<file path="src/jtag_dbg_consts.svh">
// jtag debug register receiver, shared constants
// width of the user data register, depth of the tck sample chain
// and the number of mailbox channels

`ifndef JTAG_DBG_CONSTS_SVH
`define JTAG_DBG_CONSTS_SVH

// user DR length, same for IR 0x32 and IR 0x38
`define DBG_WIDTH 32

// tck sample chain length, edge found between the last two stages
// 3 or 5 also work, only the latency moves
`define DBG_SYNC_DEPTH 4

// one mailbox channel per user instruction
`define DBG_CHANNELS 2

`endif

</file>
<file path="src/jtag_dbg_pkg.sv">
// jtag debug register receiver, shared types
// packed groupings of the tap pins, the synchronised tap levels
// and the captured debug word

`default_nettype none

`include "jtag_dbg_consts.svh"

package jtag_dbg_pkg;

	// raw outputs of the JTAGG primitive
	typedef struct packed {
		logic tdi;      // data in
		logic tck;      // test clock, sampled as a level here
		logic shift;    // DR shift state
		logic update;   // DR update state
		logic ce1;      // IR 0x32 selected
		logic ce2;      // IR 0x38 selected
	} jtag_pins_t;

	// tap levels after the synchroniser, tck is replaced by a pulse
	typedef struct packed {
		logic tdi;
		logic shift;
		logic update;
		logic ce1;
		logic ce2;
	} tap_sample_t;

	// captured DR contents plus the instruction it came from
	typedef struct packed {
		logic                  sel;   // 0 for IR 0x32, 1 for IR 0x38
		logic [`DBG_WIDTH-1:0] data;
	} dbg_word_t;

endpackage

`default_nettype wire

</file>
<file path="src/dbg_mailbox.sv">
// debug word mailbox
// keeps the most recent word per user instruction for the soc side
// each channel has a valid flag cleared by rd_ack, and a sticky
// overflow flag set when an unread word gets overwritten

`timescale 1ns/1ps
`default_nettype none

`include "jtag_dbg_consts.svh"

module dbg_mailbox (
	input  wire                                        clk48m,
	input  wire                                        jrstn,
	input  jtag_dbg_pkg::dbg_word_t                    word,
	input  wire                                        word_strobe,
	input  wire  [`DBG_CHANNELS-1:0]                   rd_ack,
	output logic [`DBG_CHANNELS-1:0][`DBG_WIDTH-1:0]   mbox_data,
	output logic [`DBG_CHANNELS-1:0]                   mbox_valid,
	output logic [`DBG_CHANNELS-1:0]                   mbox_overflow
);

	logic [`DBG_CHANNELS-1:0] hit;  // strobed word is for this channel

	// sel bit picks the channel
	always_comb begin
		for (int ch = 0; ch < `DBG_CHANNELS; ch++) begin
			hit[ch] = word_strobe && (int'(word.sel) == ch);
		end
	end

	// flags, a read in the same cycle as a new word counts first
	always_ff @(posedge clk48m) begin
		if (!jrstn) begin
			mbox_valid    <= '0;
			mbox_overflow <= '0;
		end else begin
			for (int ch = 0; ch < `DBG_CHANNELS; ch++) begin
				if (hit[ch]) begin
					mbox_valid[ch] <= 1'b1;
					if (mbox_valid[ch] && !rd_ack[ch]) begin
						mbox_overflow[ch] <= 1'b1;  // old word lost, only reset clears this
					end
				end else if (rd_ack[ch]) begin
					mbox_valid[ch] <= 1'b0;  // data stays readable
				end
			end
		end
	end

	// payload, no back-pressure so always overwritten
	always_ff @(posedge clk48m) begin
		for (int ch = 0; ch < `DBG_CHANNELS; ch++) begin
			if (hit[ch]) begin
				mbox_data[ch] <= word.data;
			end
		end
	end

endmodule

`default_nettype wire

</file>
<file path="src/jtag_dbg_top.sv">
// jtag debug register receiver, top level
// tap pins in, per-instruction debug words out in the clk48m domain
// sampler -> data register -> mailbox, no tdo readback

`timescale 1ns/1ps
`default_nettype none

`include "jtag_dbg_consts.svh"

module jtag_dbg_top (
	input  wire                                       clk48m,
	input  wire                                       jrstn,
	input  jtag_dbg_pkg::jtag_pins_t                  pins,       // from the JTAGG primitive
	input  wire  [`DBG_CHANNELS-1:0]                  rd_ack,
	output logic [`DBG_CHANNELS-1:0][`DBG_WIDTH-1:0]  mbox_data,
	output logic [`DBG_CHANNELS-1:0]                  mbox_valid,
	output logic [`DBG_CHANNELS-1:0]                  mbox_overflow
);

	jtag_dbg_pkg::tap_sample_t tap;          // synchronised tap levels
	logic                      tck_rise;     // one pulse per tck rising edge
	jtag_dbg_pkg::dbg_word_t   word;         // captured DR plus select
	logic                      word_strobe;  // word is new this cycle

	jtag_tck_sync #(
		.SYNC_DEPTH(`DBG_SYNC_DEPTH)
	) u_tck_sync (
		.clk48m   (clk48m),
		.jrstn    (jrstn),
		.pins     (pins),
		.tap      (tap),
		.tck_rise (tck_rise)
	);

	jtag_dr_capture u_dr_capture (
		.clk48m      (clk48m),
		.jrstn       (jrstn),
		.tck_rise    (tck_rise),
		.tap         (tap),
		.word        (word),
		.word_strobe (word_strobe)
	);

	dbg_mailbox u_mailbox (
		.clk48m        (clk48m),
		.jrstn         (jrstn),
		.word          (word),
		.word_strobe   (word_strobe),
		.rd_ack        (rd_ack),
		.mbox_data     (mbox_data),
		.mbox_valid    (mbox_valid),
		.mbox_overflow (mbox_overflow)
	);

endmodule

`default_nettype wire

</file>
<file path="src/jtag_dr_capture.sv">
// jtag user data register
// shifts tdi in on each tck rise, remembers which user instruction
// is selected and hands out the word when the tap goes to update

`timescale 1ns/1ps
`default_nettype none

`include "jtag_dbg_consts.svh"

module jtag_dr_capture (
	input  wire                       clk48m,
	input  wire                       jrstn,
	input  wire                       tck_rise,
	input  jtag_dbg_pkg::tap_sample_t tap,
	output jtag_dbg_pkg::dbg_word_t   word,
	output logic                      word_strobe
);

	logic [`DBG_WIDTH-1:0] shift_reg;  // the DR itself
	logic                  sel;        // 1 when IR 0x38 was last selected
	logic                  old_shift;  // shift level seen at the previous tck rise

	// shift state is acted on one tck late, as the tap enters
	// shift-dr on an edge and the first data bit comes on the next one
	always_ff @(posedge clk48m) begin
		word_strobe <= 1'b0;  // pulse by default
		if (!jrstn) begin
			old_shift <= tap.shift;  // follows the pin even in reset
			shift_reg <= '0;
			sel       <= 1'b0;
		end else if (tck_rise) begin
			if (old_shift) begin
				// lsb first on the wire, so it ends up in bit 0
				shift_reg <= {tap.tdi, shift_reg[`DBG_WIDTH-1:1]};
			end
			if (tap.ce1 || tap.ce2) begin
				sel <= tap.ce2;  // held between accesses
			end
			if (tap.update) begin
				word_strobe <= 1'b1;  // register value before this edge's shift
			end
			old_shift <= tap.shift;
		end
	end

	// word is payload, only qualified by word_strobe
	always_ff @(posedge clk48m) begin
		if (tck_rise && tap.update) begin
			word.data <= shift_reg;
			word.sel  <= sel;
		end
	end

endmodule

`default_nettype wire

</file>
<file path="src/jtag_tck_sync.sv">
// tck sampler
// brings the tap pins into the clk48m domain and gives a one-cycle
// pulse for every tck rising edge, a few cycles after the real edge

`timescale 1ns/1ps
`default_nettype none

`include "jtag_dbg_consts.svh"

module jtag_tck_sync #(
	parameter int SYNC_DEPTH = `DBG_SYNC_DEPTH
) (
	input  wire                      clk48m,
	input  wire                      jrstn,
	input  jtag_dbg_pkg::jtag_pins_t pins,
	output jtag_dbg_pkg::tap_sample_t tap,
	output logic                     tck_rise
);

	logic [SYNC_DEPTH-1:0]     tck_chain;  // bit 0 is the newest sample
	jtag_dbg_pkg::tap_sample_t tap_meta;   // first sync stage

	// tck history, oldest stage low and next one high means a rising edge
	always_ff @(posedge clk48m) begin
		if (!jrstn) begin
			tck_chain <= '0;
			tck_rise  <= 1'b0;
		end else begin
			tck_chain <= {tck_chain[SYNC_DEPTH-2:0], pins.tck};
			tck_rise  <= ~tck_chain[SYNC_DEPTH-1] & tck_chain[SYNC_DEPTH-2];
		end
	end

	// other tap levels only need a plain two-flop synchroniser
	// they are held long around each tck edge, so this settles well before tck_rise
	always_ff @(posedge clk48m) begin
		tap_meta <= '{
			tdi:    pins.tdi,
			shift:  pins.shift,
			update: pins.update,
			ce1:    pins.ce1,
			ce2:    pins.ce2
		};
		tap <= tap_meta;  // second stage
	end

endmodule

`default_nettype wire

</file>
<file path="config.mk">
export PLATFORM = sky130hd
export DESIGN_NAME = jtag_dbg_top
export DESIGN_NICKNAME = d
export VERILOG_FILES = /design/src/jtag_dbg_pkg.sv /design/src/dbg_mailbox.sv /design/src/jtag_dbg_top.sv /design/src/jtag_dr_capture.sv /design/src/jtag_tck_sync.sv
export VERILOG_INCLUDE_DIRS = /design/src
export SDC_FILE = /design/constraint.sdc
export NUM_CORES = 1
export LEC_CHECK = 0
export BUFFER_PORTS_ARGS = -buffer_cell sky130_fd_sc_hd__buf_2
export CORE_MARGIN = 10
export CORE_UTILIZATION = 60
export CTS_CLUSTER_SIZE = 30
export DETAILED_ROUTE_END_ITERATION = 12
export PLACE_DENSITY = 0.84
export SLEW_MARGIN = 20
export SYNTH_ARGS = -nofsm -noshare
export SYNTH_HDL_FRONTEND = slang
export SYNTH_SLANG_ARGS = --single-unit
</file>
<file path="constraint.sdc">
create_clock -name clk48m -period 6.95 [get_ports clk48m]
set_clock_uncertainty 0.2 [all_clocks]
set_input_delay 1.7375 -clock clk48m [delete_from_list [all_inputs] [get_ports clk48m]]
set_output_delay 1.7375 -clock clk48m [all_outputs]
set_load 0.05 [all_outputs]
</file>
* Word-level counts from Yosys, hierarchy flattened
Cells that the tools add are included.
Storage, ports and cells: input port bits 10, bits in registers 151, output and inout bits 68, logic and storage cells 50
Cells by class: bitwise logic cells 3, equal/unequal tests 1, multiplexer cells 7, reductions and logical operators 15
Operators by type and width (count):
- $reduce_and A2 Y1 | 5
- $mux W1 | 7
- $logic_and A1 B1 Y1 | 5
- $reduce_bool A2 Y1 | 2
- $logic_not A1 Y1 | 2
- $ne A2 B1 Y1 const B | 1
- $not A1 Y1 | 2
- $and A1 B1 Y1 | 1
- $logic_or A1 B1 Y1 | 1

* Logic depth before layout (Yosys ltp)
Gate-level depths: netlist (run 1).
depth after elaboration 3, gate-level depth with buffers 5, depth with buffers taken out 2

* Cells and area by module
From an unflattened synthesis (run 1), not the netlist that was laid out.
Second synthesis, totals: cell total of the unflattened synthesis 246, area, all modules 4700.8 um^2
By module, submodules not included:
- jtag_dr_capture | area an instance 2282.2 um^2, times used 1, sequential area each 1701.6 um^2, cells each 148
- dbg_mailbox | area an instance 2079.5 um^2, times used 1, sequential area each 2001.9 um^2, cells each 78
- jtag_tck_sync | area an instance 339.1 um^2, times used 1, sequential area each 300.3 um^2, cells each 20

* Worst setup path after synthesis (run 1)
Ideal clock, no wire load.
path kind reg2out, start reg u_mailbox.mbox_valid[1], end out mbox_valid[1], cell stages (with the launch flop) 1, path slack 4.400 ns, arrival time 0.613 ns, buffers on the path 0, required time 5.012 ns, path through dfxtp_1
RTL lines:
- start: declaration | RTL line dbg_mailbox.sv:18 | output logic [`DBG_CHANNELS-1:0] mbox_valid,
- start signal: assignment | RTL line dbg_mailbox.sv:34 | mbox_valid <= '0;
- start signal: indexed assignment | RTL line dbg_mailbox.sv:39 | mbox_valid[ch] <= 1'b1;
- start signal: indexed assignment | RTL line dbg_mailbox.sv:44 | mbox_valid[ch] <= 1'b0;
- end: declaration | RTL line jtag_dbg_top.sv:16 | output logic [`DBG_CHANNELS-1:0] mbox_valid,
No word-level cell between the ends.

* Worst setup path in the final report (run 1)
start reg u_mailbox.mbox_overflow[0], end out mbox_overflow[0]
RTL lines:
- start: declaration | RTL line dbg_mailbox.sv:19 | output logic [`DBG_CHANNELS-1:0] mbox_overflow
- start signal: assignment | RTL line dbg_mailbox.sv:35 | mbox_overflow <= '0;
- start signal: indexed assignment | RTL line dbg_mailbox.sv:41 | mbox_overflow[ch] <= 1'b1;
- end: declaration | RTL line jtag_dbg_top.sv:17 | output logic [`DBG_CHANNELS-1:0] mbox_overflow
No word-level cell between the ends.

==> results of run 1 <==
==> cell families after synthesis <==
logic type / synth area share (%)
flip-flops: 79.1
AND/OR/NAND/NOR: 5.09
buffers and inverters: 3.46
AO/OA/AOI/OAI: 12.4
==> cells in the mapped netlist <==
master    count
edfxtp_1     98
dfxtp_1      53
a21bo_1      33
nand3_1      32
a21oi_2      28
buf_4         7
a21oi_1       6
and2_1        6
buf_2         5
buf_6         4
nor2b_1       4
buf_8         3
o21a_1        3
and3_1        1
inv_1         1
inv_2         1
nand2_1       1
nand2b_1      1
nand4b_1      1
nor4bb_1      1
==> worst max path at each step <==
stage                                     startpoint                          to  slack (ps)  cells after the start
final                     u_mailbox.mbox_overflow[0]            mbox_overflow[0]        3890                      1
after global routing      u_mailbox.mbox_overflow[1]            mbox_overflow[1]        3830                      1
after CTS                 u_mailbox.mbox_overflow[0]            mbox_overflow[0]        3860                      1
after detailed placement                       jrstn  u_dr_capture.shift_reg[31]        3910                      3
after global placement                         jrstn  u_dr_capture.shift_reg[31]        4000                      3
after floorplan              u_mailbox.mbox_valid[1]               mbox_valid[1]        4400                      0
==> power groups by stage <==
stage | combinational [mW] | clock (mW) | sequential [mW]
detailed placement | 0.0189 | 0 | 0.974
floorplan | 0.0188 | 0 | 0.974
finish | 0.0189 | 0.937 | 0.955
global placement | 0.0182 | 0 | 0.974
global route | 0.0208 | 0.994 | 0.955
CTS | 0.0191 | 0.951 | 0.955
==> final cells by class <==
class,instances,area [um^2]
clock buffers,19,422
fillers,511,2170
flip-flops and latches,151,4010
inverters,2,7.51
clock inverters,13,194
repair buffers,78,393
multi-input cells,117,896
well taps,105,131
==> per-layer routing <==
| metal | GRT usage (%) | vias up | routed length (um) |
|---|---|---|---|
| li1 | - | 1236 | - |
| met2 | 22.1 | 75 | 4130 |
| met3 | 4.94 | 11 | 545 |
| met4 | 6.26 | 0 | 112 |
| met5 | 0 | - | 0 |
| met1 | 16.5 | 1240 | 3480 |
==> per-stage QoR <==
step                      setup slack (ps)  utilization, %  hold slack [ps]
after floorplan                       4400               -              110
after global placement                4000            66.1              110
after detailed placement              3910            66.1              112
after CTS                             3860            73.6              127
after global routing                  3830            73.6              133
final                                 3890            73.6              127
==> cell usage in the layout (no fill, tap or decap), drive strengths merged, types with 4 or more instances in the layout <==
cell and count:
edfxtp 98, buf 78, dfxtp 53, a21oi 34
a21bo 33, nand3 32, clkbuf 19, and2 6
inv 6, bufinv 4, nor2b 4, clkinvlp 4
==> flow_summary.yaml, run 1 <==
run_status:
  status: "finished, final reports clean"
hold_path:
  hold_path.class: "reg -> reg"
  hp-start: "u_tck_sync.tap_meta[0]"
  min_to: "u_tck_sync.tap[0]"
  holdPathStages: 0
floorplanning:
  dieArea_mm2: 0.0125
  initial_utilization_pct: 61.6
  rows: 33
  chipHeight_um: 112
  core_area_mm2: 0.00822
  die_w_um: 112
  io_pins: 78
cts:
  postCtsHoldBufs: 0
  post_cts_resized: 0
  clk-insertion-delay-late_ps: 510
  cts_setup_buffers: 0
  clkSinkCount: 151
  path_clk_slew_ps: 60
  cts_buffers: 17
  h-tree-depth: 4
  cts_tree: "done"
  clockBufferDepth: 2
  cts_root_buf: "clkbuf_8"
drt:
  drc: 0
  avgViaCountPerCell: 5.28
  drt_wl_total_mm: 8.27
  num_vias: 2562
  first_iter_violations: 155
  detail-route-antenna-nets: 0
  wl_per_cell_um: 17.0
  first_pass_iters: 4
power_and_ir_drop:
  comb_power_share_pct: 1.0
  peakVddDrop_uv: 249
  p_int_mw: 1.54
  switching_share_pct: 19.2
  power_leakage_nw: 2.15
  pwr_density_cell_mw_per_mm2: 316
  power_frac_clock_pct: 49.0
  p_sw_uw: 367
  totalPowerFinal_mw: 1.91
  pwr-share-seq_pct: 50.0
yosys:
  syn_area_mm2: 0.00506
  syn_avg_cell_area_um2: 17.5
  synth_top_area_share_pct: 58.1
  synth_area_leaders: "edfxtp_1 (58%), dfxtp_1 (21%), a21bo_1 (6.5%)"
  syn_nets: 299
  synth_top_area_cell: "edfxtp_1"
  synth_cell_types: 20
  ys_ff_latch: 151
  seq_area_frac_synth_pct: 79.1
  netlist_instances: 289
  yosysWarnings: 0
timing:
  min_period_ps: 3060
  finalHoldViolations: 0
  fin_crit_sh_pct: 44.0
  drv_slew: 0
  fmax_mhz: 327
  tightest_slew_ps: 1010
  setup_tns_ps: 0
  setup_viol: 0
  timing.slew.headroom_pct: 32.4
  rsz0062_at_grt: "false"
worst_setup_path:
  r2r_slack_ps: 4770
  reg2reg_depth: 1
  cp_top_family: "flip-flops"
  slowest_delay_ps: 340
  path_buf_inv: 1
  path_class: "reg -> out"
  critPathSlowestCell: "dfxtp_1"
  rr_endpoint: "u_dr_capture.word[1]"
  r2r-start: "u_tck_sync.tck_rise"
  crit_arrival_ps: 1120
  cp_max_fo: 2
  required_ps: 5010
  cp-end-kind: "output pin"
  startpoint_type: "flop"
  crit_chain: "buf_2"
grt:
  grt_pass1_vias: 2630
  grt_max_degree: 70
  grt_overflow: 0
  track_usage_pct: 13.8
  grt_pass1_wl_mm: 13.9
  antenna_found_initial: 0
run:
  max_cap_violations: 0
cells_and_area:
  stdcell_count: 485
  drive_above_1_share_pct: 37.1
  largest_register_ffs: 64
  n_antenna_cell: 0
  syn2layout_area_growth_pct: 19.5
  fin_area_mm2: 0.00605
  layout.nets: 377
placement:
  io_buffers: 77
  dp.cells: 453
  hpwl_mm: 4.90
  place.gp.congestion: 0.749
  placed_area_mm2: 0.00543
No activity file was read; power rests on OpenSTA's default activity.
==> inputs of run 2 (changes only) <==
--- a/config.mk
+++ b/config.mk
@@ -6,12 +6,13 @@
 export SDC_FILE = /design/constraint.sdc
 export NUM_CORES = 1
 export LEC_CHECK = 0
+export ABC_AREA = 1
 export BUFFER_PORTS_ARGS = -buffer_cell sky130_fd_sc_hd__buf_2
 export CORE_MARGIN = 10
-export CORE_UTILIZATION = 60
+export CORE_UTILIZATION = 49
 export CTS_CLUSTER_SIZE = 30
 export DETAILED_ROUTE_END_ITERATION = 12
-export PLACE_DENSITY = 0.84
+export PLACE_DENSITY = 0.74
 export SLEW_MARGIN = 20
 export SYNTH_ARGS = -nofsm -noshare
 export SYNTH_HDL_FRONTEND = slang
==> constraint.sdc (replaced) <==
create_clock -name clk48m -period 2.57 [get_ports clk48m]
set_clock_uncertainty 0.2 [all_clocks]
set_input_delay 0.6425 -clock clk48m [delete_from_list [all_inputs] [get_ports clk48m]]
set_output_delay 0.6425 -clock clk48m [all_outputs]
set_load 0.05 [all_outputs]
==> run 2 against run 1 <==
First-iteration DRC count down 16%; flip-flop and latch count stayed put; final area is 5.7% lower; clock-buffer cell count is 2 lower; sequential power increased to 2.7 times the previous value; clock power is 150% higher; area after synthesis shrank 8.7%; routed wire length down 10%; die area is 9.6% higher; cell count is 4.7% higher; non-clock buffer count rose by 3; largest cell class unchanged.
==> flow_summary.yaml, run 2 <==
run_status:
  status: "finished, final reports clean"
cts:
  path_clk_slew_ps: 60
  post_cts_resized: 0
  h-tree-depth: 4
  cts_buffers: 17
  clockBufferDepth: 2
  cts_setup_buffers: 0
  clk-insertion-delay-late_ps: 500
  cts_tree: "done"
  clkSinkCount: 151
  cts_root_buf: "clkbuf_8"
  postCtsHoldBufs: 0
timing:
  setup_viol: 0
  fmax_mhz: 507
  fin_crit_sh_pct: 76.7
  setup_tns_ps: 0
  fin_hold_ws_ps: 36.3
  setup_ws_ps: 599
  timing.slew.headroom_pct: 64.5
  rsz0062_at_grt: "false"
  tightest_slew_ps: 531
  drv_slew: 0
  finalHoldViolations: 0
  min_period_ps: 1970
cells_and_area:
  final_cell_mix: "edfxtp_1 (98), buf_2 (77), nor2_1 (70)"
  syn2layout_area_growth_pct: 23.3
  largest_register_ffs: 64
  stdcell_count: 508
  n_antenna_cell: 0
  final.fill_count: 690
  final_common_cell: "edfxtp_1"
  drive_above_1_share_pct: 29.5
  layout.nets: 394
placement:
  place_ws_ps: 670
  dp.cells: 476
  io_buffers: 77
  hpwl_mm: 4.82
  place.gp.congestion: 0.696
drt:
  first_pass_iters: 4
  drc: 0
  first_iter_violations: 130
  detail-route-antenna-nets: 0
  wl_per_cell_um: 14.6
  drt_wl_total_mm: 7.42
  num_vias: 2427
  avgViaCountPerCell: 4.78
grt:
  grt_overflow: 0
  grt_pass1_wl_mm: 11.8
  grt_max_degree: 38
  antenna_found_initial: 0
  grt_pass1_vias: 2404
  track_usage_pct: 11.4
yosys:
  ys_ff_latch: 151
  syn_avg_cell_area_um2: 15.7
  synth_top_area_share_pct: 63.6
  synth_most_common_cell: "edfxtp_1"
  synthTopCellsByCount: "edfxtp_1 (98), nor2_1 (71), dfxtp_1 (53)"
  yosysWarnings: 0
  synth_cell_types: 16
  seq_area_frac_synth_pct: 86.6
  syn_area_mm2: 0.00462
  syn_nets: 304
  ys_async_sr_fraction_pct: 0
  netlist_instances: 294
  synth_area_leaders: "edfxtp_1 (64%), dfxtp_1 (23%), nor2_1 (5.8%)"
  synth_flop_cell: "edfxtp_1"
  synth_top_area_cell: "edfxtp_1"
  synth_edf_count: 98
worst_setup_path:
  cp_top_family: "flip-flops"
  startpoint_type: "flop"
  slowest_delay_ps: 390
  required_ps: 1730
  critPathSlowestCell: "edfxtp_1"
  cp-end-kind: "output pin"
  path_buf_inv: 1
  cp_max_fo: 1
  crit_arrival_ps: 1130
  crit_chain: "buf_2"
  r2r_slack_ps: 630
  path_class: "reg -> out"
floorplanning:
  io_pins: 78
  rows: 35
  dieArea_mm2: 0.0137
  core_area_mm2: 0.00920
  chipHeight_um: 117
  die_w_um: 117
  initial_utilization_pct: 50.3
power_and_ir_drop:
  pwr_density_cell_mw_per_mm2: 871
  totalPowerFinal_mw: 4.97
  peakVddDrop_uv: 453
  power_leakage_nw: 2.03
hold_path:
  hold_path.class: "in -> reg"
run:
  max_cap_violations: 0
## run 2: cells by family (layout without fill, tap and decap cells)
kind of cell | Yosys count | after routing | synth area share (%)
AOI/OAI and AO/OA | 36 | 36 | 3.95
DFF | 151 | 151 | 86.6
and+or+nand+nor | 84 | 84 | 6.93
buffers and inverters | 23 | 126 | 2.54
## run 2: path summary, 6_finish.rpt
kind	start	cells after the start	endpoint
hold reg to reg	u_tck_sync.tap_meta[4]	0	u_tck_sync.tap[4]
setup reg to reg	u_dr_capture.old_shift	4	u_dr_capture.shift_reg[9]
setup / recovery	u_mailbox.mbox_data[5]	1	mbox_data[5]
hold / removal	pins[2]	1	u_tck_sync.tap_meta[2]
## run 2: cell type report
class,count,area [um^2],share of cell area (%)
inverter,13,50.0,0.878
timing repair buffer,81,428,7.50
sequential,151,4000,70.2
tap,111,139,2.44
multi-input combinational,120,510,8.95
clock buffer,17,414,7.26
clock inverter,15,158,2.76
## run 2: through the flow
stage	util, %	instance area, um^2
2_1_floorplan	-	4620
6_report	62.0	5700
4_1_cts	62.0	5700
3_3_place_gp	55.8	5130
3_5_place_dp	55.8	5130
5_1_grt	62.0	5700
## run 2: routing by layer
| layer | share of wire (%) | GRT usage [%] |
|---|---|---|
| met1 | 43 | 12.3 |
| met2 | 50 | 19.1 |
| met3 | 5.8 | 4.74 |
| met4 | 1.3 | 4.94 |
| met5 | 0 | 0 |
## run 2: report_power, final
group | switching, mW | internal [mW]
sequential | 0.0106 | 2.58
combinational | 0.0344 | 0.0183
clock | 0.996 | 1.32
==> inputs of run 3 (changes only) <==
--- a/config.mk
+++ b/config.mk
@@ -6,13 +6,13 @@
 export SDC_FILE = /design/constraint.sdc
 export NUM_CORES = 1
 export LEC_CHECK = 0
-export ABC_AREA = 1
+export ABC_AREA = 0
 export BUFFER_PORTS_ARGS = -buffer_cell sky130_fd_sc_hd__buf_2
 export CORE_MARGIN = 10
-export CORE_UTILIZATION = 49
+export CORE_UTILIZATION = 55
 export CTS_CLUSTER_SIZE = 30
 export DETAILED_ROUTE_END_ITERATION = 12
-export PLACE_DENSITY = 0.74
+export PLACE_DENSITY = 0.78
 export SLEW_MARGIN = 20
 export SYNTH_ARGS = -nofsm -noshare
 export SYNTH_HDL_FRONTEND = slang
==> constraint.sdc (replaced) <==
create_clock -name clk48m -period 1.9 [get_ports clk48m]
set_clock_uncertainty 0.2 [all_clocks]
set_input_delay 0.475 -clock clk48m [delete_from_list [all_inputs] [get_ports clk48m]]
set_output_delay 0.475 -clock clk48m [all_outputs]
set_load 0.05 [all_outputs]
==> run 3 against run 2 <==
Routed wire length grew 14%; final area grew 9.3%; via count grew 6.2%; worst hold slack gained 28 ps; power grew 42%; non-clock buffer count grew 8; sequential power grew 35%; sequential share of layout area shrank 5.9 points; register-to-register slack lost 130 ps; critical path depth is the same; combinational power grew 81%; critical path type unchanged; largest cell class unchanged; largest power group unchanged; highest routed layer unchanged.
==> flow_summary.yaml, run 3 (synthesis results as in run 1) <==
placement:
  dp.cells: 461
  hpwl_mm: 5.01
  place.gp.congestion: 0.725
  io_buffers: 77
drt:
  wl_per_cell_um: 17.0
  wl_met3_um: 567
  wl_met1_mm: 3.47
  detail-route-antenna-nets: 0
  avgViaCountPerCell: 5.16
  top_layer_used: "met4"
  drt_wl_total_mm: 8.47
  first_pass_iters: 4
  num_vias: 2577
  first_iter_violations: 170
  drc: 0
  met2_wirelength_mm: 4.37
worst_setup_path:
  required_ps: 1220
  critPathSlowestCell: "dfxtp_1"
  startpoint_type: "flop"
  cp_top_family: "flip-flops"
  slowest_delay_ps: 360
  crit_arrival_ps: 1160
  cp_max_fo: 2
  r2r_slack_ps: 500
  crit_chain: "buf_2"
  path_class: "reg -> out"
  startpoint: "u_mailbox.mbox_overflow[1]"
  cp-end-kind: "output pin"
  r2r-start: "u_dr_capture.word[32]"
  path_buf_inv: 1
grt:
  antenna_found_initial: 0
  grt_overflow: 0
  track_usage_pct: 13.0
  grt_pass1_vias: 2510
  grt_pass1_wl_mm: 13.4
  grt_max_degree: 69
timing:
  fmax_mhz: 545
  rsz0062_at_grt: "false"
  min_period_ps: 1830
  drv_slew: 0
  tightest_slew_ps: 285
  setup_tns_ps: 0
  timing.slew.headroom_pct: 81.0
  finalHoldViolations: 0
  fin_crit_sh_pct: 96.5
  setup_viol: 0
floorplanning:
  core_area_mm2: 0.00885
  io_pins: 78
  chipHeight_um: 116
  rows: 34
  dieArea_mm2: 0.0134
  die_w_um: 116
  initial_utilization_pct: 57.2
hold_path:
  hold_path.class: "in -> reg"
  hp-start: "rd_ack[1]"
cells_and_area:
  final_cell_mix: "edfxtp_1 (98), buf_2 (77), dfxtp_1 (52)"
  largest_register_ffs: 64
  drive_above_1_share_pct: 37.6
  syn2layout_area_growth_pct: 23.0
  n_antenna_cell: 0
  stdcell_count: 499
  multiInputGateArea_um2: 896
  final.fill_count: 566
  regArea_mm2: 0.00401
  layout.nets: 388
  final_common_cell: "edfxtp_1"
power_and_ir_drop:
  power_leakage_nw: 2.23
  pwr_density_cell_mw_per_mm2: 1130
  totalPowerFinal_mw: 7.04
  peakVddDrop_uv: 631
cts:
  path_clk_slew_ps: 60
  cts_tree: "done"
  postCtsHoldBufs: 6
  clkSinkCount: 151
  cts_buffers: 17
  clockBufferDepth: 2
  h-tree-depth: 4
  cts_root_buf: "clkbuf_8"
  cts_setup_buffers: 0
  clk-insertion-delay-late_ps: 510
  post_cts_resized: 0
run_status:
  status: "finished, final reports clean"
run:
  max_cap_violations: 0
-- run 3: cell count changes in the layout (fill, tap and decap cells not counted), moves of 6 or more --
cell           previous run  this run
nor2_1                   70         0
a21bo_1                   0        33
nand3_1                   0        32
a21oi_2                   0        28
o21ai_0                  28         0
inv_1                    12         1
nand2_1                  11         1
dlygate4sd3_1             0         6
-- run 3: layout make-up --
class / instances / area share, %
inverters: 2 / 0.120
flip-flops and latches: 151 / 64.3
well taps: 108 / 2.17
clock inverters: 14 / 3.13
multi-input cells: 117 / 14.4
clock buffers: 18 / 6.87
repair buffers: 89 / 9.07
-- run 3: per-stage QoR --
stage	cell area, um^2	hold slack (ps)	setup slack [ps]	utilization, %
final	6230	64.5	65.9	70.4
after global routing	6230	65.3	32.2	70.4
after CTS	6230	41.8	53.3	70.4
after detailed placement	5550	112	391	62.7
after global placement	5550	110	417	62.7
after floorplan	5070	110	57.8	-
-- run 3: path summary, 6_finish.rpt --
check,to,depth (start not counted)
worst max register to register,u_mailbox.mbox_data[47],2
worst min-delay path,u_mailbox.mbox_overflow[1],3
worst max-delay path,mbox_overflow[1],1
worst min register to register,u_tck_sync.tap[3],0
-- run 3: layer usage --
layer,track usage (%),up-vias
met1,15.1,1245
li1,-,1255
met5,0,-
met4,5.75,0
met3,5.32,8
met2,20.9,69
-- run 3: tightest hold or removal path: stages --
cell	delay, ps
buf_2	80
nand4b_1	110
a21oi_1	60
-- run 3: where the power goes --
group | switching (mW) | leakage, nW | internal, mW | total, mW
logic | 0.0639 | 0.608 | 0.0313 | 0.0953
clock network | 1.28 | 0.296 | 2.18 | 3.46
registers | 0.00733 | 1.32 | 3.48 | 3.49
total | 1.35 | 2.23 | 5.69 | 7.04
